**src/verilog/motor_pkg.sv**
```systemverilog
package motor_pkg;

	// axis state, top bit set means the axis is busy
	typedef enum logic [1:0] {
		IDLE    = 2'b00,
		PREPARE = 2'b10,
		RUNNING = 2'b11
	} motor_state_e;

	// default widths
	localparam int step_width_default  = 16;
	localparam int speed_width_default = 16;
	localparam int addr_width_default  = 9;
	localparam int ms_width_default    = 3;

	// ramp rule: slowest period at entry 0, linear speed-up per entry
	localparam logic [15:0] ramp_start = 16'd12;
	localparam logic [15:0] ramp_slope = 16'd2;

	// period of ramp table entry n, clamped at one tick
	function automatic logic [15:0] ramp_entry(input int unsigned n);
		int unsigned drop;
		drop = n * ramp_slope;
		if (drop >= ramp_start) begin
			return 16'd1;
		end
		return ramp_start - drop[15:0];
	endfunction

endpackage

```
**src/verilog/position_tracker.sv**
```systemverilog
`timescale 1ns/10ps

module position_tracker #(
	parameter int step_width = motor_pkg::step_width_default
) (
	input  logic                  clk,
	input  logic                  resetn,
	input  logic                  i_drive,
	input  logic                  i_dir,
	input  logic                  i_zpd,
	input  logic [step_width-1:0] i_stroke,
	input  logic                  i_done_end,
	output logic                  o_zpsign,
	output logic                  o_tpsign,
	output logic                  o_end_req
);

	localparam logic [step_width-1:0] init_pos = step_width'(1);

	logic                  drive_d1;
	logic                  drive_fall;
	logic                  forward;
	logic                  at_stroke;
	logic [step_width-1:0] position;

	// dir 0 moves away from the zero switch
	assign forward    = !i_dir;
	assign drive_fall = drive_d1 && !i_drive;
	assign at_stroke  = (position == i_stroke);

	always_ff @(posedge clk) begin
		if (!resetn) begin
			drive_d1 <= 1'b0;
		end else begin
			drive_d1 <= i_drive;
		end
	end

	// zero switch reloads the home position
	always_ff @(posedge clk) begin
		if (!resetn || i_zpd) begin
			position <= init_pos;
		end else if (drive_fall) begin
			if (forward && !at_stroke) begin
				position <= position + 1'b1;
			end else if (!forward && position > init_pos) begin
				position <= position - 1'b1;
			end
		end
	end

	always_ff @(posedge clk) begin
		if (!resetn) begin
			o_tpsign <= 1'b0;
		end else if (drive_fall) begin
			o_tpsign <= at_stroke;
		end
	end

	assign o_zpsign  = i_zpd;
	assign o_end_req = i_done_end || (o_tpsign && forward) || (i_zpd && !forward);

endmodule

```
**config.mk**
```make
export PLATFORM = sky130hd
export DESIGN_NAME = position_tracker
export DESIGN_NICKNAME = d
export VERILOG_FILES = /design/src/verilog/motor_pkg.sv /design/src/verilog/position_tracker.sv
export SDC_FILE = /design/constraint.sdc
export NUM_CORES = 1
export LEC_CHECK = 0
export ABC_AREA = 1
export BUFFER_PORTS_ARGS = -buffer_cell sky130_fd_sc_hd__buf_2
export CORE_UTILIZATION = 54
export CTS_CLUSTER_DIAMETER = 120
export DETAILED_ROUTE_END_ITERATION = 16
export PLACE_DENSITY = 0.78
export SYNTH_ARGS = -nofsm -noshare
export SYNTH_HDL_FRONTEND = slang
export SYNTH_SLANG_ARGS = --single-unit
```
**constraint.sdc**
```tcl
create_clock -name clk -period 4.65 [get_ports clk]
set_clock_uncertainty 0.2 [all_clocks]
set_input_delay 0.465 -clock clk [delete_from_list [all_inputs] [get_ports clk]]
set_output_delay 0.465 -clock clk [all_outputs]
set_load 0.02 [all_outputs]
```
# Word-level counts from Yosys, hierarchy flattened

Index checks and enable logic that the tools add are counted.

Memories: 0
Latch bits: 0
Bits in read-only memories: 0
Output and inout port bits: 3
Memory bits (writable): 0
Flip-flop bits (word level): 18
Logic and storage cells: 23
Bits of input ports: 22

Bitwise gates (word level): 0
Multipliers: 0
Multiplexer cells: 2
Shifts and indexed selects: 0
Eq/ne operators: 1
Reductions and logical operators: 14
$lt $le $gt $ge: 1
Add/sub/neg operators: 2
Div/mod/pow operators: 0

Operators by type and width:

| cell                                                | number |
|---|---|
| two-way mux 16 bit                                  | 2 |
| adder 16 x 1 -> 16 bit, second input constant       | 1 |
| equality test 16 bit                                | 1 |
| > comparator 16 x 1 -> 1 bit, second input constant | 1 |
| subtractor 16 x 1 -> 16 bit, second input constant  | 1 |
| logical AND 1 bit                                   | 5 |
| logical NOT 1 bit                                   | 4 |
| logical OR 1 bit                                    | 3 |
| AND reduction 2 bit                                 | 1 |
| nonzero test 2 bit                                  | 1 |

# Longest topological paths before layout

Word-level depth: 5
Mapped depth: 14
Mapped depth without buffers: 13

# Worst setup path before layout

Ideal clock, no wire load.

Path kind: input port to output port
Start: input port i_dir
End: output port o_end_req
Setup slack: 2556 ps
Data arrival time: 1429 ps
Data required time: 3985 ps
Path buffers: 1
Stages: 3
Cell sequence: clkinv_1 clkbuf_1 o21ai_0

Word-level cells in the longest chain between the ends: 4
Elaborated cells on any way between the ends: 5
Those cells by class: 5 x reduce/logical

Ends and longest elaborated chain:

| what                 | line                   | source |
|---|---|---|
| start: declaration   | position_tracker.sv:9  | `input logic i_dir,` |
| logical NOT 1 bit    | position_tracker.sv:27 | `assign forward = !i_dir;` |
| logical AND 1 bit    | position_tracker.sv:61 | `assign o_end_req = i_done_end \|\| (o_tpsign && forward) \|\| (i_zpd && !forward);` |
| logical OR 1 bit     | position_tracker.sv:61 |  |
| logical OR 1 bit (*) | position_tracker.sv:61 |  |
| end: declaration     | position_tracker.sv:15 | `output logic o_end_req` |

Every way passes the cells marked *; elsewhere a longest branch is shown, timed or not.

# Worst setup path in the final report

Start: register position[0]
End: register position[10]

Word-level cells in the longest chain between the ends: 5
Elaborated cells on any way between the ends: 11
Those cells by class: 2 x add/sub; 1 x order compare; 1 x eq/ne; 2 x mux; 5 x reduce/logical

Ends and longest elaborated chain:

| what                                                                 | line                   | source |
|---|---|---|
| start: declaration                                                   | position_tracker.sv:24 | `logic [step_width-1:0] position;` |
| start signal: assignment                                             | position_tracker.sv:42 | `position <= init_pos;` |
| start signal: assignment                                             | position_tracker.sv:45 | `position <= position + 1'b1;` |
| start signal: assignment                                             | position_tracker.sv:47 | `position <= position - 1'b1;` |
| branches (longest 5 deep; another with > comparator 16 x 1 -> 1 bit) | --                     |  |

Parallel ways; which one is timed is not known. The select of a mux whose other input is x is not followed.
A chain may end at the register's enable or synchronous reset.

==> impl_metrics.toml <==
[run_status]
status = "complete, no violations"

[sta]
rsz0062_at_grt = "no"
post-route-period-util_pct = 53.26
slew_violations = 0
clock.fmax_mhz = 403.7
worst_pin_slew_ps = 716.0
fin_tns_setup_ps = 0
hold_viol = 0
slew_headroom_pct = 52.15
finalSetupViolCount = 0
period_minus_slack_ps = 2477

[synth]
syn_area_mm2 = 0.002019
synth_seq_cells = 18
ys_warn_count = 0
seq_area_frac_synth_pct = 17.84
synth_fp_nets = 387
postSynthAreaPerCell_um2 = 5.579
yosysUniqueCellTypes = 25
synthCells = 362

[power]
vdd_ir_drop_max_uv = 124.0
power_uw = 319.6
power.internal_uw = 231.3
p_clk_share_pct = 35.8
combPwrFrac_pct = 15.3
seq_power_share_pct = 48.9
power_density_mw_per_mm2 = 150.4
p_leak_uw = 0.001067
power_switching_uw = 88.33
switching_share_pct = 27.63

[clock_network]
cts_tree = "done"
cts_buffer_depth = 2
post_cts_buffers = 0
cts_made_buffers = 3
cts_resized = 0
insertion_delay_ps = 260
root_buffer = "clkbuf_8"
worst_setup_hold_path_clk_slew_ps = 70
cts_num_sinks = 18
cts_hold_buf = 0
cts.htree.levels = 1

[cells_and_area]
instances_no_fill = 420
fin_nets = 401
multi_input_area_mm2 = 0.001393
drive_gt1_share_pct = 16.04
final_area_mm2 = 0.002126
antennaDiodeCount = 0
areaGrowthSynthToFinish_pct = 5.266
fillers = 371
ff_latch_area_um2 = 360.3

[floorplanning]
die_h_um = 63.16
io_pins = 25
initial_utilization_pct = 58.23
die_w_um = 63.16
num_rows = 21
core-area_mm2 = 0.003468
dieArea_mm2 = 0.003989

[detailed_routing]
drtIter0Drc = 115
drc = 0
ant_nets = 0
num_vias = 2112
drt-pass1-iter-count = 4
wl_per_cell_um = 11.27
avgViaCountPerCell = 5.029
totalWireLength_um = 4732

[worst_setup_path]
slowest_delay_ps = 540
worstPathRequired_ps = 4640
crit_fanout = 16
crit_chain = "inv_2, ha_1, inv_1, nor2_4, nand2_2, a21oi_2, nand2_2, nand2_1, nor2_2, nand2_1, a21oi_2"
cp-start-kind = "flip-flop"
arrival_ps = 2470
critPathKind = "reg -> reg"
slowest_stage = "nor2_2"
critPathCaptureType = "flip-flop"

[grt]
grt_max_degree = 20
grt_usage_pct = 26.21
grt_pass1_vias = 1973
grt_first_pass_wirelength_um = 8397
gr-total-overflow = 0
antenna_found_initial = 0

[placed_design]
io_buffers = 24
finalWeightedCongestion = 0.9392
place_hpwl_um = 3671
dpl.cell_count = 417
dpl_cell_area_mm2 = 0.002085

[min_path]
min-delay-path-class = "in -> reg"

[job]
max_cap_violations = 0
layer usage:
| metal | vias up | track usage (%) | part of all wire [%] |
|---|---|---|---|
| li1 | 1136 | - | - |
| met1 | 928 | 33.26 | 47 |
| met2 | 46 | 46.24 | 47 |
| met3 | 2 | 3.804 | 5.6 |
| met4 | 0 | 5.523 | 0.34 |
| met5 | - | 0 | 0 |
kinds of logic after synthesis:
logic type | share of synthesized area [%]
adder cells (fa/ha/maj) | 1.859
AO/OA/AOI/OAI | 6.815
AND/OR/NAND/NOR | 50.74
XOR/XNOR | 9.541
buffers and inverters | 13.20
flip-flops | 17.84
Yosys cell counts:
cell type / number / share of area [%]
inv_1: 27 / 5.0
nand2_1: 154 / 29
dfxtp_1: 18 / 18
ha_1: 3 / 1.9
o21ai_0: 3 / 0.74
nor2_4: 2 / 1.1
buf_8: 1 / 0.74
nand2_2: 4 / 1.2
nand3b_1: 1 / 0.37
clkinv_1: 1 / 0.19
nor2_2: 2 / 0.62
nand4_1: 6 / 1.9
nand3_4: 1 / 0.87
nor2_1: 38 / 7.1
buf_6: 3 / 1.7
a21oi_2: 10 / 4.3
a21oi_1: 7 / 1.7
buf_4: 5 / 1.9
inv_2: 13 / 2.4
clkbuf_1: 3 / 0.56
buf_2: 3 / 0.74
nand3_1: 31 / 7.7
xor2_1: 22 / 9.5
nand2_4: 1 / 0.56
nor3_1: 3 / 0.74
state kept, by name (all words and copies together), names as in the netlist:
signal / flops
o_tpsign: 1
drive_d1: 1
position: 16
per-stage QoR:
step | setup WS (ps) | util [%] | hold WS, ps
2_1_floorplan | 2556 | - | 294.8
3_3_place_gp | 2168 | 60.10 | 319.4
3_5_place_dp | 2122 | 60.10 | 323.0
4_1_cts | 2222 | 61.29 | 187.2
5_1_grt | 2004 | 61.29 | 201.2
6_report | 2173 | 61.29 | 193.6
area by class of cell:
class | instances | share of cell area (%)
Timing Repair Buffer | 24 | 5.650
Sequential cell | 18 | 16.95
Inverter | 41 | 7.240
Tap cell | 46 | 2.707
Clock buffer | 3 | 1.942
Multi-Input combinational cell | 288 | 65.51
power by group through the flow:
stage | clock network [µW] | registers, µW | logic, µW
global placement | 0 | 160 | 47.4
CTS | 118 | 156 | 48.7
floorplan | 0 | 160 | 33.4
finish | 114 | 156 | 48.9
detailed placement | 0 | 160 | 48.5
global route | 122 | 156 | 56.6
path summary, 6_finish.rpt:
path	to	from	slack, ps	cells after the start
min	drive_d1	i_drive	190	3
min reg2reg	position[14]	position[14]	340	2
max reg2reg	position[10]	position[0]	2170	11
max	position[10]	position[0]	2170	11
worst max-delay path: cells and delay by family, from the launching register on:
kind / cells / cell delay (ps)
AOI/OAI and AO/OA: 2 / 220
adders and majority gates: 1 / 250
buffers and inverters: 2 / 230
DFF: 1 / 480
and+or+nand+nor: 6 / 1010
cell usage in the layout, fill, tap and decap left out, drive strengths merged:
cell type,netlist,layout
nand2,159,159
nor2,42,42
inv,40,40
nand3,32,32
buf,12,24
xor2,22,22
dfxtp,18,18
a21oi,17,17
nand4,6,6
o21ai,3,3
nor3,3,3
ha,3,3
clkbuf,3,3
clkinv,1,1
nand3b,1,1
(Power assumes the default switching activity.)
