==> src/verilog/motor_pkg.sv <==
package motor_pkg;

	// axis state, top bit set means the axis is busy
	typedef enum logic [1:0] {
		IDLE    = 2'b00,
		PREPARE = 2'b10,
		RUNNING = 2'b11
	} motor_state_e;

	// default widths
	localparam int step_width_default  = 16;
	localparam int speed_width_default = 16;
	localparam int addr_width_default  = 9;
	localparam int ms_width_default    = 3;

	// ramp rule: slowest period at entry 0, linear speed-up per entry
	localparam logic [15:0] ramp_start = 16'd12;
	localparam logic [15:0] ramp_slope = 16'd2;

	// period of ramp table entry n, clamped at one tick
	function automatic logic [15:0] ramp_entry(input int unsigned n);
		int unsigned drop;
		drop = n * ramp_slope;
		if (drop >= ramp_start) begin
			return 16'd1;
		end
		return ramp_start - drop[15:0];
	endfunction

endpackage

==> src/verilog/motor_ctrl.sv <==
`timescale 1ns/10ps

module motor_ctrl #(
	parameter int speed_width   = motor_pkg::speed_width_default,
	parameter int ms_width      = motor_pkg::ms_width_default,
	parameter int reverse_delay = 4
) (
	input  logic                    clk,
	input  logic                    resetn,
	input  logic                    i_tick,
	input  logic                    i_start,
	input  logic                    i_stop,
	input  logic                    i_dir,
	input  logic [speed_width-1:0]  i_speed,
	input  logic [ms_width-1:0]     i_ms,
	input  logic                    i_end_req,
	output motor_pkg::motor_state_e o_state,
	output logic                    o_load,
	output logic                    o_start_req,
	output logic                    o_dir,
	output logic [speed_width-1:0]  o_speed_max,
	output logic [ms_width-1:0]     o_ms
);

	// counter only has to reach reverse_delay - 2
	localparam int dly_width = (reverse_delay > 2) ? $clog2(reverse_delay) : 1;
	localparam logic [dly_width-1:0] dly_last = dly_width'(reverse_delay - 2);

	motor_pkg::motor_state_e state;
	logic                    is_idle;
	logic                    start_d1;
	logic                    stop_d1;
	logic                    start_pend;
	logic                    stop_pend;
	logic                    should_start;
	logic [dly_width-1:0]    dly_cnt;

	assign is_idle = (state == motor_pkg::IDLE);
	assign o_state = state;

	// input history for edge detection
	always_ff @(posedge clk) begin
		if (!resetn) begin
			start_d1 <= 1'b0;
			stop_d1  <= 1'b0;
		end else begin
			start_d1 <= i_start;
			stop_d1  <= i_stop;
		end
	end

	// start edge held until the next tick
	always_ff @(posedge clk) begin
		if (!resetn) begin
			start_pend <= 1'b0;
		end else if (start_pend) begin
			if (i_tick) begin
				start_pend <= 1'b0;
			end
		end else if (i_start && !start_d1 && is_idle) begin
			start_pend <= 1'b1;
		end
	end

	// stop edge, only seen while busy
	always_ff @(posedge clk) begin
		if (!resetn) begin
			stop_pend <= 1'b0;
		end else if (stop_pend) begin
			if (i_tick) begin
				stop_pend <= 1'b0;
			end
		end else if (i_stop && !stop_d1 && !is_idle) begin
			stop_pend <= 1'b1;
		end
	end

	assign should_start = i_tick && start_pend && is_idle;
	assign o_load = should_start;

	// first speed lookup of a move
	always_ff @(posedge clk) begin
		if (!resetn) begin
			o_start_req <= 1'b0;
		end else begin
			o_start_req <= should_start;
		end
	end

	// command latch
	always_ff @(posedge clk) begin
		if (should_start) begin
			o_speed_max <= i_speed;
			o_ms        <= i_ms;
		end
	end

	// direction is compared against the next command, so it starts known
	always_ff @(posedge clk) begin
		if (!resetn) begin
			o_dir <= 1'b0;
		end else if (should_start) begin
			o_dir <= i_dir;
		end
	end

	// reverse delay, counts PREPARE ticks
	always_ff @(posedge clk) begin
		if (!resetn) begin
			dly_cnt <= '0;
		end else if (i_tick) begin
			if (state == motor_pkg::PREPARE) begin
				dly_cnt <= dly_cnt + 1'b1;
			end else begin
				dly_cnt <= '0;
			end
		end
	end

	always_ff @(posedge clk) begin
		if (!resetn) begin
			state <= motor_pkg::IDLE;
		end else if (i_tick) begin
			case (state)
				motor_pkg::IDLE: begin
					if (start_pend) begin
						state <= (o_dir == i_dir) ? motor_pkg::RUNNING : motor_pkg::PREPARE;
					end
				end
				motor_pkg::PREPARE: begin
					if (stop_pend) begin
						state <= motor_pkg::IDLE;
					end else if (dly_cnt == dly_last) begin
						state <= motor_pkg::RUNNING;
					end
				end
				motor_pkg::RUNNING: begin
					// stop strobe, last half step or end of travel
					if (stop_pend || i_end_req) begin
						state <= motor_pkg::IDLE;
					end
				end
				default: state <= motor_pkg::IDLE;
			endcase
		end
	end

endmodule

==> config.mk <==
export PLATFORM = sky130hd
export DESIGN_NAME = motor_ctrl
export DESIGN_NICKNAME = d
export VERILOG_FILES = /design/src/verilog/motor_pkg.sv /design/src/verilog/motor_ctrl.sv
export SDC_FILE = /design/constraint.sdc
export NUM_CORES = 1
export LEC_CHECK = 0
export BUFFER_PORTS_ARGS = -buffer_cell sky130_fd_sc_hd__buf_2
export CAP_MARGIN = 15
export CORE_UTILIZATION = 35
export DETAILED_ROUTE_END_ITERATION = 7
export PLACE_DENSITY = 0.73
export SYNTH_ARGS = -nofsm -noshare
export SYNTH_HDL_FRONTEND = slang
export SYNTH_SLANG_ARGS = --single-unit
==> constraint.sdc <==
create_clock -name clk -period 2.81 [get_ports clk]
set_input_delay 0.1405 -clock clk [delete_from_list [all_inputs] [get_ports clk]]
set_output_delay 0.1405 -clock clk [all_outputs]
set_load 0.03 [all_outputs]
# --- After elaboration in Yosys (flattened, before gate mapping) ---
# Index checks and enable logic that the tools add are counted.
totals:
  register_bits: 29
  latchBits: 0
  mem_bits_rw: 0
  romBits: 0
  input_bits: 26
  out_inout_bits: 24
  wordCells: 42
  memories: 0
classes:
  addsub: 1
  n_mul: 0
  div_mod_pow: 0
  order_cmp: 0
  eq_ne: 7
  n_shift: 0
  n_mux: 12
  bitwise: 0
  reduce_logical: 12
ops:
  columns: ["cell", "n"]
  rows:
  - ["$mux W2", 5]
  - ["$eq A2 B2 Y1 const B", 3]
  - ["$logic_and A1 B1 Y1", 6]
  - ["$mux W1", 6]
  - ["$pmux W2 S3", 1]
  - ["$reduce_and A4 Y1", 1]
  - ["$logic_not A1 Y1", 3]
  - ["$ne A3 B2 Y1 const B", 1]
  - ["$add A2 B1 Y2 const B", 1]
  - ["$logic_not A2 Y1", 1]
  - ["$ne A2 B1 Y1 const B", 1]
  - ["$ne A2 B2 Y1 const B", 1]
  - ["$eq A1 B1 Y1", 1]
  - ["$logic_or A1 B1 Y1", 1]

# --- Logic depth before layout (Yosys ltp) ---
# Gate-level depths: netlist (run 1).
depth:
  word_depth: 5
  depth_mapped: 5
  depth_no_buf: 5

# --- Worst setup path before layout (run 1) ---
# OpenSTA, ideal clock, no wires.
synth_path:
  kind: "flip-flop to flip-flop"
  from: "reg state[0], in the netlist o_state[0]"
  to: "reg o_dir"
  arrival_time_ns: 1.375
  required_ns: 2.694
  slack_ns: 1.319
  stages_incl_launch_ff: 5
  n_path_buf: 1
  period_less_slack_ns: 1.491
  cell_sequence: "dfxtp_1 > buf_6 > and4bb_4 > mux2i_1 > nor2b_1"
synth_via:
  elab_chain_cells: 2
synth_lines:
  columns: ["element", "line", "text"]
  rows:
  - ["from (decl)", "motor_ctrl.sv:29", "motor_pkg::motor_state_e state;"]
  - ["from (signal assigned)", "motor_ctrl.sv:122", "state <= motor_pkg::IDLE;"]
  - ["from (signal assigned)", "motor_ctrl.sv:127", "state <= (o_dir == i_dir) ? motor_pkg::RUNNING : motor_pkg::PREPARE;"]
  - ["from (signal assigned)", "motor_ctrl.sv:132", "state <= motor_pkg::IDLE;"]
  - ["$logic_not A2 Y1", "motor_ctrl.sv:38", "assign is_idle = (state == motor_pkg::IDLE);"]
  - ["$logic_and A1 B1 Y1", "motor_ctrl.sv:78", "assign should_start = i_tick && start_pend && is_idle;"]
  - ["named net o_load", "motor_ctrl.sv:18", "output logic o_load,"]
  - ["to (signal assigned)", "motor_ctrl.sv:103", "o_dir <= i_dir;"]
  - ["to (decl)", "motor_ctrl.sv:20", "output logic o_dir,"]
# The timed path passes the listed nets, and every way through them passes these cells.
# A chain may end at the register's enable or synchronous reset.

# --- Final worst setup path (run 1) ---
layout_path:
  from: "reg state[0], in the netlist o_state[0]"
  to: "out o_load"
layout_via:
  elab_chain_cells: 2
layout_lines:
  columns: ["element", "line"]
  rows:
  - ["$logic_not A2 Y1", "motor_ctrl.sv:38"]
  - ["$logic_and A1 B1 Y1", "motor_ctrl.sv:78"]
  - ["to (decl)", "motor_ctrl.sv:18"]
# Every way passes these cells.

==> impl_metrics.env, run 1 <==
export IMPL_dr_pass1_iters=2
export IMPL_dr_wl_met3_um=212
export IMPL_ir_worst_vdd_v=0.000395
export IMPL_period_minus_slack_ns=1.68
export IMPL_antenna_left=0
export IMPL_cp_cell_sequence="and4bb_4, buf_2"
export IMPL_fin_nets=165
export IMPL_die_w_um=56.3
export IMPL_grt_max_degree=25
export IMPL_yosysTopAreaCell="edfxtp_1"
export IMPL_p_per_area_nw_per_um2=544
export IMPL_cpPeakStageDelay_ns=0.57
export IMPL_post_dp_hpwl_um=1380
export IMPL_h_tree_depth=2
export IMPL_drive_above_1_share=0.417
export IMPL_cp_end_kind="output port"
export IMPL_first_iter_violations=4
export IMPL_final_cell_mix="buf_2 (49), dlygate4sd3_1 (19), edfxtp_1 (19)"
export IMPL_post_cts_buffers=0
export IMPL_top_layer="met4"
export IMPL_worst_path_max_fanout=24
export IMPL_synthCells=65
export IMPL_clk_latency_ns=0.31
export IMPL_synthesis_area_um2=1030
export IMPL_crit_arrival_ns=1.54
export IMPL_async_flop_share=0
export IMPL_hold_violations=0
export IMPL_drc=0
export IMPL_timing_fmax_mhz=594
export IMPL_port_buffers=49
export IMPL_place_congestion=0.774
export IMPL_start_kind="flop"
export IMPL_finalClockSkew_ns=0.00185
export IMPL_timing_critical_path_buf_inv=1
export IMPL_fin_tns_setup_ns=0
export IMPL_rsz0062_at_grt="false"
export IMPL_grt_pass1_vias=824
export IMPL_final_common_cell="buf_2"
export IMPL_core_um2=2780
export IMPL_tightest_slew_ns=0.348
export IMPL_cts_sinks=29
export IMPL_cts_path_max_buffers=2
export IMPL_cts_reportedPaths_clkPinSlew_ns=0.08
export IMPL_power_mw=0.836
export IMPL_synth_top_area_share=0.552
export IMPL_wl_um=2040
export IMPL_wire_per_inst_um=12.0
export IMPL_yosysWarnings=0
export IMPL_syn_area_per_cell_um2=15.9
export IMPL_synth_nets=92
export IMPL_worstPathRequired_ns=2.67
export IMPL_setup_viol=0
export IMPL_grt_pass1_wl_um=3370
export IMPL_cpLargestDelayFamily="simple AND/OR/NAND/NOR gates"
export IMPL_wl_met2_um=1040
export IMPL_cts_tree="done"
export IMPL_antenna_found_initial=0
export IMPL_syn_to_final_growth_pct=48.7
export IMPL_crit_slowest_cell="and4bb_4"
export IMPL_path_class="flop to output port"
export IMPL_maxSlewHeadroom=0.768
export IMPL_status="completed"
export IMPL_die_area_um2=3170
export IMPL_hold_class="primary input to flop"
export IMPL_synth_ff_type="edfxtp_1"
export IMPL_start_util=0.372
export IMPL_synth_seq_cells=29
export IMPL_die_h_um=56.3
export IMPL_grt_remaining_overflow=0
export IMPL_n_antenna_cell=0
export IMPL_fin_crit_sh=0.599
export IMPL_yosysUniqueCellTypes=24
export IMPL_root_buffer="clkbuf_4"
export IMPL_synth_yosys_seq_area_share=0.746
export IMPL_routed_via_count=806
export IMPL_avgViaCountPerCell=4.74
export IMPL_p_leak_nw=0.641
export IMPL_slew_viol_final=0
export IMPL_std_cell_rows=19
export IMPL_cts_made_buffers=5
export IMPL_synth_area_leaders="edfxtp_1 (55%), dfxtp_1 (19%), nor2b_1 (2.4%)"
export IMPL_max_cap_violations=0
export IMPL_wl_met1_um=764
export IMPL_io_pins=50
export IMPL_synth_edf_count=19
export IMPL_track_usage=0.143
cell usage after synthesis (all sizes together), types with 2 or more instances:
library cell  instances
nor2                  4
o211ai                2
inv                   3
o21a                  3
and2                  3
dfxtp                10
buf                   2
edfxtp               19
nor4                  2
nor2b                 4
worst reg2reg max path, cell delays in order, from the launching register on:
cell and delay [ns]:
dfxtp_1 0.39, and4bb_4 0.57, mux2i_1 0.24, nor2b_1 0.06
registers in the layout, summed over array words and instances (netlist names):
name / flops
o_state: 2
dly_cnt: 2
o_ms: 3
o_speed_max: 16
start_d1: 1
stop_pend: 1
o_start_req: 1
o_dir: 1
stop_d1: 1
start_pend: 1
area by class of cell:
class,instances,area (um^2)
inverters,3,11.3
clock buffers,6,41.3
fillers,238,1240
repair buffers,68,435
clock inverters,2,10.0
multi-input cells,31,229
well taps,31,38.8
flip-flops and latches,29,771
where the power goes:
part           switching, mW  internal, mW  total [mW]
combinational         0.0674        0.0571       0.124
sequential            0.0102         0.475       0.485
clock                  0.131        0.0950       0.226
metrics by stage:
step / util / instance area [um^2] / setup WS, ns / instances / hold WS (ns)
2_1_floorplan: - / 1030 / 1.32 / 65 / 0.239
3_3_place_gp: 0.466 / 1290 / 1.48 / 143 / 0.319
3_5_place_dp: 0.466 / 1290 / 1.45 / 143 / 0.319
4_1_cts: 0.552 / 1540 / 1.08 / 170 / 0.0107
5_1_grt: 0.552 / 1540 / 1.01 / 170 / 0.0132
6_report: 0.552 / 1540 / 1.13 / 170 / 0.0376
cells by family (layout without fill, tap and decap cells):
family | count (synthesis) | count (layout) | synth area share
AO/OA/AOI/OAI | 8 | 8 | 0.0593
XOR/XNOR | 1 | 1 | 0.00848
adder cells (fa/ha/maj) | 1 | 1 | 0.0121
buffers and inverters | 5 | 79 | 0.0327
flip-flops | 29 | 29 | 0.746
multiplexers | 2 | 2 | 0.0206
AND/OR/NAND/NOR | 19 | 19 | 0.121
path summary, 6_finish.rpt:
kind              start   endpoint  slack [ns]  cells past startpoint
max          o_state[0]     o_load        1.13                      2
min             i_start   start_d1        0.04                      2
max reg2reg  o_state[0]      o_dir        1.45                      3
min reg2reg     stop_d1  stop_pend        0.55                      2
what timing repair did:
action | 4_1_cts | 5_1_grt
hold endpoints to repair | 19 | 0
endpoints found under the setup margin | 0 | 0
gates resized for setup | 0 | 0
hold buffers | 19 | 0
metal layers:
metal / vias up / global-route usage
met5: - / 0
met4: 0 / 0.0592
met3: 4 / 0.0806
met2: 45 / 0.255
met1: 372 / 0.132
li1: 385 / -
No activity file was read; power rests on OpenSTA's default activity.
==> inputs of run 2 (changes only) <==
--- a/config.mk
+++ b/config.mk
@@ -9,7 +9,7 @@
 export CAP_MARGIN = 15
 export CORE_UTILIZATION = 35
 export DETAILED_ROUTE_END_ITERATION = 7
-export PLACE_DENSITY = 0.73
+export PLACE_DENSITY = 0.76
 export SYNTH_ARGS = -nofsm -noshare
 export SYNTH_HDL_FRONTEND = slang
 export SYNTH_SLANG_ARGS = --single-unit
==> constraint.sdc (replaced) <==
create_clock -name clk -period 1.45 [get_ports clk]
set_input_delay 0.0725 -clock clk [delete_from_list [all_inputs] [get_ports clk]]
set_output_delay 0.0725 -clock clk [all_outputs]
set_load 0.03 [all_outputs]
==> run 2 against run 1 <==
Net effect:
- wire length increased by 9.9%
- clock power increased by 120%
- combinational power increased by 100%
- power increased by 100%
- global-route usage increased by 1.4 points
- clock skew increased by 0.0062 ns
- final area increased by 3.3%
- core utilization increased by 1.8 points
==> impl_metrics.env, run 2 (synthesis results as in run 1) <==
export IMPL_final_common_cell="buf_2"
export IMPL_hold_path_endpoint="o_dir"
export IMPL_crit_arrival_ns=1.25
export IMPL_port_buffers=49
export IMPL_n_antenna_cell=0
export IMPL_fin_crit_sh=0.909
export IMPL_slew_viol_final=0
export IMPL_path_class="flop to output port"
export IMPL_wl_um=2250
export IMPL_start_util=0.372
export IMPL_syn_to_final_growth_pct=53.6
export IMPL_place_congestion=0.743
export IMPL_hold_violations=0
export IMPL_switching_share=0.246
export IMPL_crit_slowest_cell="dfxtp_1"
export IMPL_post_dp_hpwl_um=1380
export IMPL_hold_depth=3
export IMPL_fin_nets=169
export IMPL_max_cap_violations=0
export IMPL_status="completed"
export IMPL_postPlaceCellArea_um2=1300
export IMPL_finalClockSkew_ns=0.00800
export IMPL_grt_pass1_wl_um=3660
export IMPL_cp_cell_sequence="and4bb_4, buf_2"
export IMPL_pre_cts_slack_ns=0.113
export IMPL_routed_via_count=823
export IMPL_timing_final_ws_setup_ns=0.132
export IMPL_cts_made_buffers=5
export IMPL_p_leak_nw=0.660
export IMPL_final_cell_mix="buf_2 (49), dlygate4sd3_1 (21), edfxtp_1 (19)"
export IMPL_io_pins=50
export IMPL_wire_per_inst_um=12.9
export IMPL_clk_latency_ns=0.33
export IMPL_largest_reg_flops=16
export IMPL_std_cell_rows=19
export IMPL_die_area_um2=3170
export IMPL_regToRegSetupSlack_ns=0.16
export IMPL_switchingPower_mw=0.417
export IMPL_reg_top3="o_speed_max: 16 flops, o_ms: 3 flops"
export IMPL_worstPathRequired_ns=1.38
export IMPL_r2r_start="o_state[1]"
export IMPL_timing_rr_end="o_dir"
export IMPL_cp_end_kind="output port"
export IMPL_die_w_um=56.3
export IMPL_dr_pass1_iters=4
export IMPL_cts_tree="done"
export IMPL_antenna_left=0
export IMPL_p_per_area_nw_per_um2=1070
export IMPL_die_h_um=56.3
export IMPL_num_fill_cells=236
export IMPL_cts_sinks=29
export IMPL_cts_reportedPaths_clkPinSlew_ns=0.08
export IMPL_root_buffer="clkbuf_4"
export IMPL_cpPeakStageDelay_ns=0.37
export IMPL_avgViaCountPerCell=4.73
export IMPL_worst_path_max_fanout=7
export IMPL_power_frac_comb=0.149
export IMPL_r2r_cells=4
export IMPL_rsz0062_at_grt="false"
export IMPL_grt_remaining_overflow=0
export IMPL_first_iter_violations=17
export IMPL_h_tree_depth=2
export IMPL_hold_class="primary input to flop"
export IMPL_track_usage=0.157
export IMPL_grt_max_degree=13
export IMPL_p_seq_frac=0.557
export IMPL_fin_tns_setup_ns=0
export IMPL_drive_above_1_share=0.420
export IMPL_drc=0
export IMPL_hold_start="i_dir"
export IMPL_power_frac_clock=0.294
export IMPL_antenna_found_initial=0
export IMPL_period_minus_slack_ns=1.32
export IMPL_tightest_slew_ns=0.302
export IMPL_timing_fmax_mhz=759
export IMPL_maxSlewHeadroom=0.799
export IMPL_p_int_mw=1.28
export IMPL_grt_pass1_vias=858
export IMPL_cts_path_max_buffers=2
export IMPL_top_register="o_speed_max"
export IMPL_ir_worst_vdd_v=0.000769
export IMPL_core_um2=2780
export IMPL_start_kind="flop"
export IMPL_fin_area_um2=1590
export IMPL_setup_viol=0
run 2: what timing repair did:
action                                  in CTS  in global routing
endpoints found under the setup margin       1                  0
resized for setup                            0                  0
endpoints found under the hold margin       21                  0
setup buffers                                1                  0
hold buffers                                21                  0
run 2: how the worst max path moves through the flow:
| stage | startpoint | to |
|---|---|---|
| 6_report | o_state[1] | o_load |
| 5_1_grt | o_state[1] | o_dir |
| 4_1_cts | o_state[1] | o_load |
| 3_5_place_dp | o_state[0] | o_dir |
| 3_3_place_gp | o_state[0] | o_dir |
| 2_1_floorplan | o_state[0] | o_dir |
run 2: cell type report:
cell class / instances / area (um^2) / share of cell area
timing repair buffer: 71 / 463 / 0.292
tap: 31 / 38.8 / 0.0244
clock buffer: 8 / 58.8 / 0.0370
inverter: 3 / 11.3 / 0.00709
multi-input combinational: 32 / 241 / 0.152
sequential: 29 / 774 / 0.488
run 2: metal layers:
layer,share of wire,vias to the layer above,global-route usage
met4,0.021,0,0.101
met5,0,-,0
li1,-,398,-
met3,0.077,7,0.0599
met2,0.51,42,0.270
met1,0.39,376,0.157
run 2: metrics by stage:
step / utilization / cells / power, mW / hold WS (ns)
6_report: 0.571 / 174 / 1.69 / 0.0460
4_1_cts: 0.571 / 174 / 1.71 / 0.0358
3_3_place_gp: 0.467 / 143 / 1.15 / 0.250
3_5_place_dp: 0.467 / 143 / 1.16 / 0.251
5_1_grt: 0.571 / 174 / 1.76 / 0.0863
2_1_floorplan: - / 65 / 1.09 / 0.171
run 2: power groups by stage:
stage | Combinational (mW) | Sequential (mW) | Clock [mW]
after CTS | 0.254 | 0.944 | 0.512
after detailed placement | 0.204 | 0.959 | 0
after floorplan | 0.0790 | 1.01 | 0
after global placement | 0.198 | 0.956 | 0
after global routing | 0.274 | 0.949 | 0.536
final | 0.253 | 0.944 | 0.497
run 2: worst max-delay path: cells and delay by family, from the launching register on:
family | cells | cell delay [ns]
flip-flops | 1 | 0.37
AND/OR/NAND/NOR | 1 | 0.36
buffers and inverters | 1 | 0.19
