==> src/verilog/motor_pkg.sv <==
package motor_pkg;

	// axis state, top bit set means the axis is busy
	typedef enum logic [1:0] {
		IDLE    = 2'b00,
		PREPARE = 2'b10,
		RUNNING = 2'b11
	} motor_state_e;

	// default widths
	localparam int step_width_default  = 16;
	localparam int speed_width_default = 16;
	localparam int addr_width_default  = 9;
	localparam int ms_width_default    = 3;

	// ramp rule: slowest period at entry 0, linear speed-up per entry
	localparam logic [15:0] ramp_start = 16'd12;
	localparam logic [15:0] ramp_slope = 16'd2;

	// period of ramp table entry n, clamped at one tick
	function automatic logic [15:0] ramp_entry(input int unsigned n);
		int unsigned drop;
		drop = n * ramp_slope;
		if (drop >= ramp_start) begin
			return 16'd1;
		end
		return ramp_start - drop[15:0];
	endfunction

endpackage

==> src/verilog/step_pulse_gen.sv <==
`timescale 1ns/10ps

module step_pulse_gen #(
	parameter int step_width  = motor_pkg::step_width_default,
	parameter int speed_width = motor_pkg::speed_width_default
) (
	input  logic                    clk,
	input  logic                    resetn,
	input  logic                    i_tick,
	input  motor_pkg::motor_state_e i_state,
	input  logic                    i_load,
	input  logic [step_width-1:0]   i_steps,
	input  logic [speed_width-1:0]  i_speed_cur,
	output logic                    o_drive,
	output logic                    o_rd_req,
	output logic [step_width-1:0]   o_step_cnt,
	output logic [step_width-1:0]   o_step_remain,
	output logic                    o_done_end
);

	logic [speed_width-1:0] speed_cnt;
	logic                   step_done;
	logic                   cnt_zero;
	logic                   step_end;
	logic                   running;

	assign running  = (i_state == motor_pkg::RUNNING);
	assign cnt_zero = (speed_cnt == '0);
	// drive falls here, so a full step is complete
	assign step_end = cnt_zero && o_drive;
	assign o_done_end = step_done && cnt_zero;

	// lookup for the next step, one clock wide
	always_ff @(posedge clk) begin
		if (!resetn) begin
			o_rd_req <= 1'b0;
		end else if (o_rd_req) begin
			o_rd_req <= 1'b0;
		end else if (i_tick) begin
			o_rd_req <= running && step_end;
		end
	end

	// period counter, holds through PREPARE
	always_ff @(posedge clk) begin
		if (!resetn) begin
			speed_cnt <= '0;
		end else if (i_tick) begin
			if (i_state == motor_pkg::IDLE) begin
				speed_cnt <= '0;
			end else if (running) begin
				speed_cnt <= cnt_zero ? i_speed_cur : speed_cnt - 1'b1;
			end
		end
	end

	always_ff @(posedge clk) begin
		if (!resetn) begin
			o_drive <= 1'b0;
		end else if (i_tick) begin
			if (!running) begin
				o_drive <= 1'b0;
			end else if (cnt_zero && !step_done) begin
				o_drive <= !o_drive;
			end
		end
	end

	// set on the last step, kept through the final half step
	always_ff @(posedge clk) begin
		if (!resetn) begin
			step_done <= 1'b0;
		end else if (i_tick) begin
			if (!running) begin
				step_done <= 1'b0;
			end else if (step_end && o_step_remain == '0) begin
				step_done <= 1'b1;
			end
		end
	end

	// step counters also address the ramp tables
	always_ff @(posedge clk) begin
		if (!resetn) begin
			o_step_cnt    <= '0;
			o_step_remain <= '0;
		end else if (i_load) begin
			o_step_cnt    <= '0;
			o_step_remain <= i_steps - 1'b1;
		end else if (i_tick && running && step_end) begin
			o_step_cnt    <= o_step_cnt + 1'b1;
			o_step_remain <= o_step_remain - 1'b1;
		end
	end

endmodule

==> config.mk <==
export PLATFORM = sky130hd
export DESIGN_NAME = step_pulse_gen
export DESIGN_NICKNAME = d
export VERILOG_FILES = /design/src/verilog/motor_pkg.sv /design/src/verilog/step_pulse_gen.sv
export SDC_FILE = /design/constraint.sdc
export NUM_CORES = 1
export LEC_CHECK = 0
export BUFFER_PORTS_ARGS = -buffer_cell sky130_fd_sc_hd__clkbuf_2
export CAP_MARGIN = 15
export CORE_UTILIZATION = 25
export CTS_CLUSTER_SIZE = 20
export DETAILED_ROUTE_END_ITERATION = 8
export SLEW_MARGIN = 15
export SYNTH_ARGS = -nofsm -noshare
export SYNTH_HDL_FRONTEND = slang
export SYNTH_SLANG_ARGS = --single-unit
==> constraint.sdc <==
create_clock -name clk -period 3.6 [get_ports clk]
set_input_delay 0.18 -clock clk [delete_from_list [all_inputs] [get_ports clk]]
set_output_delay 0.18 -clock clk [all_outputs]
set_load 0.005 [all_outputs]
# After elaboration in Yosys (flattened, before gate mapping)
# Index checks and enable logic that the tools add are counted.
[classes]
add_sub_neg = 4
bitwise_logic = 2
eq_ne = 3
muxes = 9
n_reduce_logical = 19
[op_table]
columns = ["op", "count"]
rows = [
  ["$mux 16", 5],
  ["$sub 16x1->16 const B", 3],
  ["$logic_not 16->1", 2],
  ["$add 16x1->16 const B", 1],
  ["$logic_and 1x1->1", 7],
  ["$reduce_and 2->1", 3],
  ["$mux 1", 4],
  ["$ne 2x1->1 const B", 2],
  ["$reduce_bool 2->1", 2],
  ["$reduce_or 3->1", 1],
  ["$eq 2x2->1 const B", 1],
  ["$logic_not 1->1", 2],
  ["$logic_not 2->1", 1],
  ["$not 1->1", 2],
  ["$reduce_or 2->1", 1],
]
[totals]
ff_bits = 51
output_inout_bits = 35
elab_cells = 43
inputBits = 38

# Depth between registers and ports, before layout
# Gate-level depths: netlist of the first run.
[depth]
ltp_word = 5
ltp_mapped = 12
ltp_nobuf = 8

# Least setup slack after synthesis of the first run
# Ideal clock, no wire load.
[synth_path]
path_kind = "input to register"
start = "in i_load"
end = "reg o_step_remain[12]"
t_required_ps = 3475
slack_ps = 906
path_stages = 11
arrival_time_ps = 2569
setup_ps = 125
n_path_buf = 4
cell_sequence = "buf_4 buf_2 buf_2 buf_1 mux2i_1 ha_1 nor4b_2 o22ai_2 a2111oi_1 xnor2_1 o22ai_1"
[synth_via]
elab_chain_cells = 1
elab_cells_between_ends = 2
classes_between = "1 x mux; 1 x reduce/logical"
[synth_lines]
columns = ["element", "line_no", "source"]
rows = [
  ["from (decl)", "step_pulse_gen.sv:11", "input logic i_load,"],
  ["$mux 16 / $reduce_bool 2->1 (equally long branches)", "--", ""],
  ["to (signal assigned)", "step_pulse_gen.sv:89", "o_step_remain <= i_steps - 1'b1;"],
  ["to (signal assigned)", "step_pulse_gen.sv:92", "o_step_remain <= o_step_remain - 1'b1;"],
  ["to (decl)", "step_pulse_gen.sv:17", "output logic [step_width-1:0] o_step_remain,"],
]
# Several ways; a longest one is shown, not always the timed one.
# A chain may end at the register's enable or synchronous reset.

# Worst setup path after layout of the first run
[layout_path]
start = "reg speed_cnt[0]"
end = "out o_done_end"
[layout_via]
elab_chain_cells = 2
[layout_lines]
columns = ["element", "line_no", "source"]
rows = [
  ["from (decl)", "step_pulse_gen.sv:21", "logic [speed_width-1:0] speed_cnt;"],
  ["from (signal assigned)", "step_pulse_gen.sv:52", "speed_cnt <= cnt_zero ? i_speed_cur : speed_cnt - 1'b1;"],
  ["$logic_not 16->1", "step_pulse_gen.sv:28", "assign cnt_zero = (speed_cnt == '0);"],
  ["$logic_and 1x1->1", "step_pulse_gen.sv:31", "assign o_done_end = step_done && cnt_zero;"],
  ["to (decl)", "step_pulse_gen.sv:18", "output logic o_done_end"],
]
# No other way between the ends.

==> impl_table.tex, run 1 <==
\begin{tabular}{lr}
\hline
Metric & Value \\
\hline
\multicolumn{2}{l}{\textbf{GRT}} \\
Antenna violations before repair & 0 \\
Overall fraction of global-route tracks in use & 14.4\% \\
Via count of the first global-routing pass & approximately 3200 \\
Global-route wire length before repair & 16300 um \\
Maximum number of pins on one net before global-route repair & 26 \\
Leftover overflow at the end of global routing & 0 \\
\multicolumn{2}{l}{\textbf{Power and ir drop}} \\
Standby leakage power & about 1.5 nW \\
Power density normalized to cell area & around 660 nW/um\^{}2 \\
Worst vdd ir & 0.000375 V \\
\multicolumn{2}{l}{\textbf{Synth}} \\
Number of flops mapped to enable cells by yosys & 0 \\
Largest family of logic cells by synthesized area & simple AND/OR/NAND/NOR gates \\
Post-Synth XOR/XNOR Area & 7.80\% \\
Total of flip-flops plus latches after synthesis & just over 50 \\
Syn\_nets & $\sim$470 \\
Compound-gate portion of the synthesized area & between 20\% and 30\% \\
Synth top area cells & sky130\_fd\_sc\_hd\_\_dfxtp\_1 30\%, sky130\_fd\_sc\_hd\_\_xnor2\_1 5.2\%, sky130\_fd\_sc\_hd\_\_nor3\_1 4.9\% \\
YS warnings & 0 \\
Fraction of the yosys area taken by sequential cells & between 30 and 40\% \\
Library cells used by synthesis & 64 \\
Adder-Cell Fraction of Synth Area & about 2.2\% \\
Post-synthesis async set-or-reset flop share & 0\% \\
Area fraction of the dominant cell type after synthesis & between 30\% and 40\% \\
Simple-gate portion of the synthesized area & 33.3\% \\
Instance count of the mapped netlist & between 400 and 500 \\
Mux share of post-synthesis cell area & 1.19\% \\
Synthesized area per cell & around 8 um\^{}2 \\
Library cell with the largest summed area after synthesis & sky130\_fd\_sc\_hd\_\_dfxtp\_1 \\
Post-Syn Area & $\sim$3400 um\^{}2 \\
Most common flop cell mapped by yosys & sky130\_fd\_sc\_hd\_\_dfxtp\_1 \\
\multicolumn{2}{l}{\textbf{Placed design}} \\
Half-perimeter wire length after detailed placement & a little over 7000 um \\
Placer's final routability congestion estimate & approximately 0.87 \\
Count of buffers inserted at the top-level ports & just over 70 \\
Place WS & between 0.9 and 1 ns \\
\multicolumn{2}{l}{\textbf{Worst setup path}} \\
Worst-path maximum fanout & 21 \\
Arrival @ worst endpoint & roughly 2.4 ns \\
CP Class & flop to primary output \\
Crit path required time & 3.42 ns \\
Crit end category & primary output \\
Category of the worst setup path launch point & flop \\
\multicolumn{2}{l}{\textbf{Die}} \\
Area of the core & around 13000 um\^{}2 \\
Total Die Area & 13900 um\^{}2 \\
DIE WIDTH & 118 um \\
Initial Utilization & between 20\% and 30\% \\
IO Pins & between 70 and 80 \\
Number of placement rows & between 40 and 50 \\
Die H & approximately 120 um \\
\multicolumn{2}{l}{\textbf{Cells and area}} \\
Antenna cell count & 0 \\
Final layout net count & around 530 \\
Fraction of final layout cells sized beyond drive strength 1 & around a fifth \\
Area growth, synth to finish & 20.5\% \\
\multicolumn{2}{l}{\textbf{Drt}} \\
Routed via count & 3443 \\
Count of routing violations after the opening detailed-route iteration & approximately 190 \\
Drc violations & 0 \\
Post-DRT Antenna Nets & 0 \\
DRT Pass-1 Iters & 5 \\
Routed len/inst & approximately 15 um \\
Vias per Instance & 5.22 \\
Total Wirelength & 9990 um \\
\multicolumn{2}{l}{\textbf{STA}} \\
Fin crit period & 2.56 ns \\
Max Freq & 0.390 GHz \\
Slew @ Worst Pin & 0.916 ns \\
Total negative slack & 0 ns \\
Maximum clock skew at final layout & around 0.0075 ns \\
Number of setup violations in the final report & 0 \\
Max Slew Vio Count & 0 \\
Setup slack of the critical path after layout & 1.04 ns \\
Relative slew slack & about two fifths \\
Final period utilization & between 70\% and 80\% \\
Setup repair after global routing missed its margin & no \\
Number of hold violations in the final report & 0 \\
Worst slack on hold paths & roughly 0.14 ns \\
\multicolumn{2}{l}{\textbf{Clocking}} \\
Worst-Skew Late Latency & 0.30 ns \\
Maximum count of clock buffers along a single path & 2 \\
Post-CTS setup repair buffer count & 0 \\
Clock Sinks & between 50 and 60 \\
CTS HTree Levels & 2 \\
Master cell of the clock root buffer & sky130\_fd\_sc\_hd\_\_clkbuf\_16 \\
Clock buffer count from CTS & 5 \\
Post\_cts resized & 0 \\
Post-CTS Hold Buffers & 0 \\
Clock transition at the registers of the reported paths & about 0.07 ns \\
TritonCTS clock tree & yes \\
\multicolumn{2}{l}{\textbf{Min path}} \\
Kind of path behind the tightest hold check & input port to flop \\
\multicolumn{2}{l}{\textbf{Outcome}} \\
Run status & finished, final reports clean \\
\multicolumn{2}{l}{\textbf{Run}} \\
Max-cap violation count & 0 \\
\hline
\end{tabular}
-- report_power, final --
| group | internal [mW] | switching, mW |
|---|---|---|
| clock network | 0.350 | 0.227 |
| registers | 0.634 | 0.102 |
| logic | 0.503 | 0.872 |
| total | 1.49 | 1.20 |
-- cells in the mapped netlist (all sizes together), types with 2 or more instances --
cell    count
a22oi       2
nand2      24
nand3      11
nand2b      4
clkbuf     11
xnor2      20
xor2       10
or3         9
a22o        2
and3        5
or2         2
a31oi       2
a21oi      30
nor4b       4
and4        4
ha          6
o22ai       5
o32ai       2
nor3b       8
nor2b       3
nand4b      2
mux2i       4
nor2       28
o31ai       2
nor4       16
o21ai      37
inv        12
nor3       33
or4         2
a21boi      4
dfxtp      51
nand4      13
and2       14
a211o       3
o21a        2
buf        11
a211oi      5
a2111o      2
o211ai      5
-- cell usage in the layout (no fill, tap or decap), types with 12 or more instances in the layout --
cell type                  Yosys  layout
sky130_fd_sc_hd__clkbuf_2      0      72
sky130_fd_sc_hd__dfxtp_1      51      51
sky130_fd_sc_hd__nor3_1       33      33
sky130_fd_sc_hd__a21oi_1      30      30
sky130_fd_sc_hd__nor2_1       28      28
sky130_fd_sc_hd__o21ai_1      24      24
sky130_fd_sc_hd__nand2_1      23      23
sky130_fd_sc_hd__xnor2_1      20      20
sky130_fd_sc_hd__and2_1       14      14
sky130_fd_sc_hd__o21ai_0      13      13
sky130_fd_sc_hd__nand4_1      12      12
-- stage by stage --
step / cells / utilization, % / instance area, um^2 / total power [mW]
floorplan: 421 / - / 3370 / 1.77
global placement: 651 / 29.4 / 3880 / 2.09
detailed placement: 651 / 29.4 / 3880 / 2.11
CTS: 659 / 30.8 / 4060 / 2.70
global route: 659 / 30.8 / 4060 / 2.88
finish: 659 / 30.8 / 4060 / 2.69
-- per-layer routing --
| metal | part of all wire, % | GRT usage [%] | vias up |
|---|---|---|---|
| met5 | 0 | 0 | - |
| met2 | 47 | 23.6 | 106 |
| met1 | 47 | 19.0 | 1632 |
| met3 | 4.8 | 2.66 | 17 |
| li1 | - | - | 1688 |
| met4 | 1.5 | 4.49 | 0 |
-- worst paths after layout --
kind / start / to / slack, ns / cells after the start
min: i_speed_cur[0] / speed_cnt[0]$_SDFFE_PN0P_ / 0.14 / 3
max: speed_cnt[0]$_SDFFE_PN0P_ / o_done_end / 1.04 / 7
max reg2reg: speed_cnt[0]$_SDFFE_PN0P_ / o_step_remain[9]$_SDFFE_PN0P_ / 1.17 / 7
min reg2reg: o_rd_req$_SDFF_PP0_ / o_rd_req$_SDFF_PP0_ / 0.47 / 1
-- worst max-delay path: stages, from the launching register on --
cell                       delay (ns)
sky130_fd_sc_hd__dfxtp_1         0.32
sky130_fd_sc_hd__inv_1           0.12
sky130_fd_sc_hd__ha_1            0.15
sky130_fd_sc_hd__nor4b_2         0.32
sky130_fd_sc_hd__and4_1          0.58
sky130_fd_sc_hd__buf_4           0.32
sky130_fd_sc_hd__and2_1          0.15
sky130_fd_sc_hd__clkbuf_2        0.11
-- area by class of cell --
cell class                      instances  area, um^2
Timing Repair Buffer                   76         390
Clock inverter                          2        38.8
Inverter                               12        45.0
Clock buffer                            6         139
Sequential cell                        51        1020
Tap cell                              176         220
Fill cell                            1411        9130
Multi-Input combinational cell        336        2200
-- cells by family after synthesis --
group | count (synthesis)
AND/OR/NAND/NOR | 185
adder cells (fa/ha/maj) | 6
flip-flops | 51
XOR/XNOR | 30
AO/OA/AOI/OAI | 111
multiplexers | 4
buffers and inverters | 34
-- state kept, by name, summed over array words and instances (netlist names) --
name	cells
o_step_remain	16
o_rd_req	1
o_drive	1
step_done	1
speed_cnt	16
o_step_cnt	16
(Power assumes the default switching activity.)
==> run 2: changes to the inputs <==
==> constraint.sdc (replaced) <==
create_clock -name clk -period 2.5 [get_ports clk]
set_input_delay 0.125 -clock clk [delete_from_list [all_inputs] [get_ports clk]]
set_output_delay 0.125 -clock clk [all_outputs]
set_load 0.005 [all_outputs]
==> impl_table.tex, run 2 (synthesis gave the netlist of run 1 again) <==
\begin{tabular}{lr}
\hline
Metric & Value \\
\hline
\multicolumn{2}{l}{\textbf{Clocking}} \\
Clock Sinks & just over 50 \\
Worst-Skew Late Latency & about 0.29 ns \\
Master cell of the clock root buffer & sky130\_fd\_sc\_hd\_\_clkbuf\_16 \\
Post\_cts resized & 0 \\
Maximum count of clock buffers along a single path & 2 \\
TritonCTS clock tree & yes \\
Post-CTS Hold Buffers & 0 \\
Clock transition at the registers of the reported paths & about 0.06 ns \\
Post-CTS setup repair buffer count & 0 \\
CTS HTree Levels & 2 \\
Clock buffer count from CTS & 5 \\
\multicolumn{2}{l}{\textbf{Drt}} \\
DRT Pass-1 Iters & 5 \\
Routed len/inst & between 10 and 15 um \\
Vias per Instance & between 5 and 6 \\
Post-DRT Antenna Nets & 0 \\
Routed via count & approximately 3500 \\
Drc violations & 0 \\
Count of routing violations after the opening detailed-route iteration & approximately 230 \\
Total Wirelength & 10000 um \\
\multicolumn{2}{l}{\textbf{Cells and area}} \\
Commonest non-fill, non-tap cells in the layout & 72 x sky130\_fd\_sc\_hd\_\_clkbuf\_2, 51 x sky130\_fd\_sc\_hd\_\_dfxtp\_1, 33 x sky130\_fd\_sc\_hd\_\_nor3\_1 \\
Most common cell after layout, fill and taps aside & sky130\_fd\_sc\_hd\_\_clkbuf\_2 \\
Total of fill cells in the finished design & approximately 1400 \\
Multi-input combinational cell area & 2200 um\^{}2 \\
Antenna cell count & 0 \\
Final layout net count & roughly 540 \\
Fraction of the core area covered by cells at the end of the flow & a little under a third \\
Area taken by flip-flops and latches & slightly above 1000 um\^{}2 \\
Top Registers & o\_step\_cnt: 16 flops, o\_step\_remain: 16 flops, speed\_cnt: 16 flops \\
Fraction of final layout cells sized beyond drive strength 1 & around 23\% \\
Area growth, synth to finish & 22.2\% \\
\multicolumn{2}{l}{\textbf{Power and ir drop}} \\
Power density normalized to cell area & $\sim$930 nW/um\^{}2 \\
Total chip power & 3.83 mW \\
Worst vdd ir & about 0.00038 V \\
Standby leakage power & about 1.5 nW \\
\multicolumn{2}{l}{\textbf{Worst setup path}} \\
Launching instance or port of the critical path & speed\_cnt[0]\$\_SDFFE\_PN0P\_ \\
Worst Setup EP & o\_done\_end \\
Crit end category & primary output \\
Origin of the critical flop-to-flop path & speed\_cnt[0]\$\_SDFFE\_PN0P\_ \\
Worst-path maximum fanout & 11 \\
Capturing point of the worst reg2reg path & o\_step\_remain[13]\$\_SDFFE\_PN0P\_ \\
Worst path cell trace & inv\_1 -> ha\_1 -> nor4b\_2 -> and4\_1 -> buf\_4 -> and2\_1 -> clkbuf\_2 \\
Slowest cell on the critical path & sky130\_fd\_sc\_hd\_\_and4\_1 \\
Setup slack of the worst register-to-register path & roughly 0.28 ns \\
Crit path required time & between 2 and 2.5 ns \\
Arrival @ worst endpoint & between 2 and 2.5 ns \\
Slowest stage delay, CP & approximately 0.43 ns \\
Number of cells on the worst reg-to-reg path & 9 \\
Category of the worst setup path launch point & flop \\
CP Class & flop to primary output \\
\multicolumn{2}{l}{\textbf{STA}} \\
Fin crit period & between 2 and 2.5 ns \\
Final period utilization & between 90\% and 100\% \\
Maximum clock skew at final layout & 0.00590 ns \\
Max Slew Vio Count & 0 \\
Max Freq & between 0.4 and 0.5 GHz \\
Setup repair after global routing missed its margin & no \\
Worst slack on hold paths & 0.0976 ns \\
Relative slew slack & approximately three fifths \\
Slew @ Worst Pin & 0.591 ns \\
Number of hold violations in the final report & 0 \\
Number of setup violations in the final report & 0 \\
\multicolumn{2}{l}{\textbf{Die}} \\
Die H & around 120 um \\
Initial Utilization & about 26\% \\
DIE WIDTH & 118 um \\
Area of the core & 13200 um\^{}2 \\
Number of placement rows & between 40 and 50 \\
IO Pins & 73 \\
Total Die Area & approximately 14000 um\^{}2 \\
\multicolumn{2}{l}{\textbf{GRT}} \\
Antenna violations before repair & 0 \\
Maximum number of pins on one net before global-route repair & 40 \\
Overall fraction of global-route tracks in use & around 14\% \\
Via count of the first global-routing pass & 3167 \\
Global-route wire length before repair & approximately 16000 um \\
Leftover overflow at the end of global routing & 0 \\
\multicolumn{2}{l}{\textbf{Min path}} \\
Worst hold path startpoint & i\_speed\_cur[0] \\
Kind of path behind the tightest hold check & input port to flop \\
\multicolumn{2}{l}{\textbf{Outcome}} \\
Run status & finished, final reports clean \\
\multicolumn{2}{l}{\textbf{Run}} \\
Max-cap violation count & 0 \\
\multicolumn{2}{l}{\textbf{Placed design}} \\
Count of buffers inserted at the top-level ports & slightly above 70 \\
Half-perimeter wire length after detailed placement & $\sim$7500 um \\
Placer's final routability congestion estimate & approximately 0.88 \\
\hline
\end{tabular}
## run 2: changes by cell type in the layout (fill, tap and decap cells not counted), sizes merged
| cell | previous run | this run |
|---|---|---|
| clkbuf | 78 | 79 |
| clkinv | 0 | 1 |
| buf | 4 | 17 |
| inv | 13 | 12 |
| bufinv | 1 | 0 |
## run 2: worst min-delay path by stage
stage                                end  slack (ns)  cells after the start
3_5_place_dp   speed_cnt[0]$_SDFFE_PN0P_        0.40                      3
5_1_grt        speed_cnt[0]$_SDFFE_PN0P_        0.11                      3
4_1_cts        speed_cnt[0]$_SDFFE_PN0P_        0.09                      3
3_3_place_gp   speed_cnt[0]$_SDFFE_PN0P_        0.39                      3
2_1_floorplan  speed_cnt[0]$_SDFFE_PN0P_        0.28                      2
6_report       speed_cnt[0]$_SDFFE_PN0P_         0.1                      3
## run 2: area by class of cell
| class | count | share of cell area (%) |
|---|---|---|
| clock buffer | 7 | 3.22 |
| clock inverter | 1 | 0.122 |
| inverter | 12 | 1.09 |
| multi-input combinational | 336 | 53.6 |
| sequential | 51 | 24.8 |
| tap | 176 | 5.35 |
| timing repair buffer | 89 | 11.9 |
## run 2: worst max-delay path: cells and delay by family (launching register included)
kind | cells | cell delay (ns)
buffers and inverters | 3 | 0.51
AND/OR/NAND/NOR | 3 | 0.94
adder cells (fa/ha/maj) | 1 | 0.16
flip-flops | 1 | 0.32
## run 2: through the flow
step | instance area (um^2) | setup WS (ns) | instances | setup TNS (ns)
after global placement | 3980 | 0.359 | 664 | 0
after CTS | 4120 | 0.147 | 672 | 0
after floorplan | 3370 | -0.0237 | 421 | -0.0237
after detailed placement | 3980 | 0.296 | 664 | 0
after global routing | 4120 | 0.0150 | 672 | 0
final | 4120 | 0.149 | 672 | 0
## run 2: power by group
part | switching (mW) | internal [mW]
Sequential | 0.147 | 0.914
Combinational | 1.26 | 0.831
Clock | 0.306 | 0.371
Total | 1.71 | 2.12
## run 2: routing by layer
layer / vias to the layer above / GRT usage (%) / wire length [um]
met5: - / 0 / 0
met4: 0 / 3.61 / 94
met3: 9 / 2.66 / 623
met2: 123 / 23.0 / 4640
met1: 1629 / 19.8 / 4670
li1: 1721 / - / -
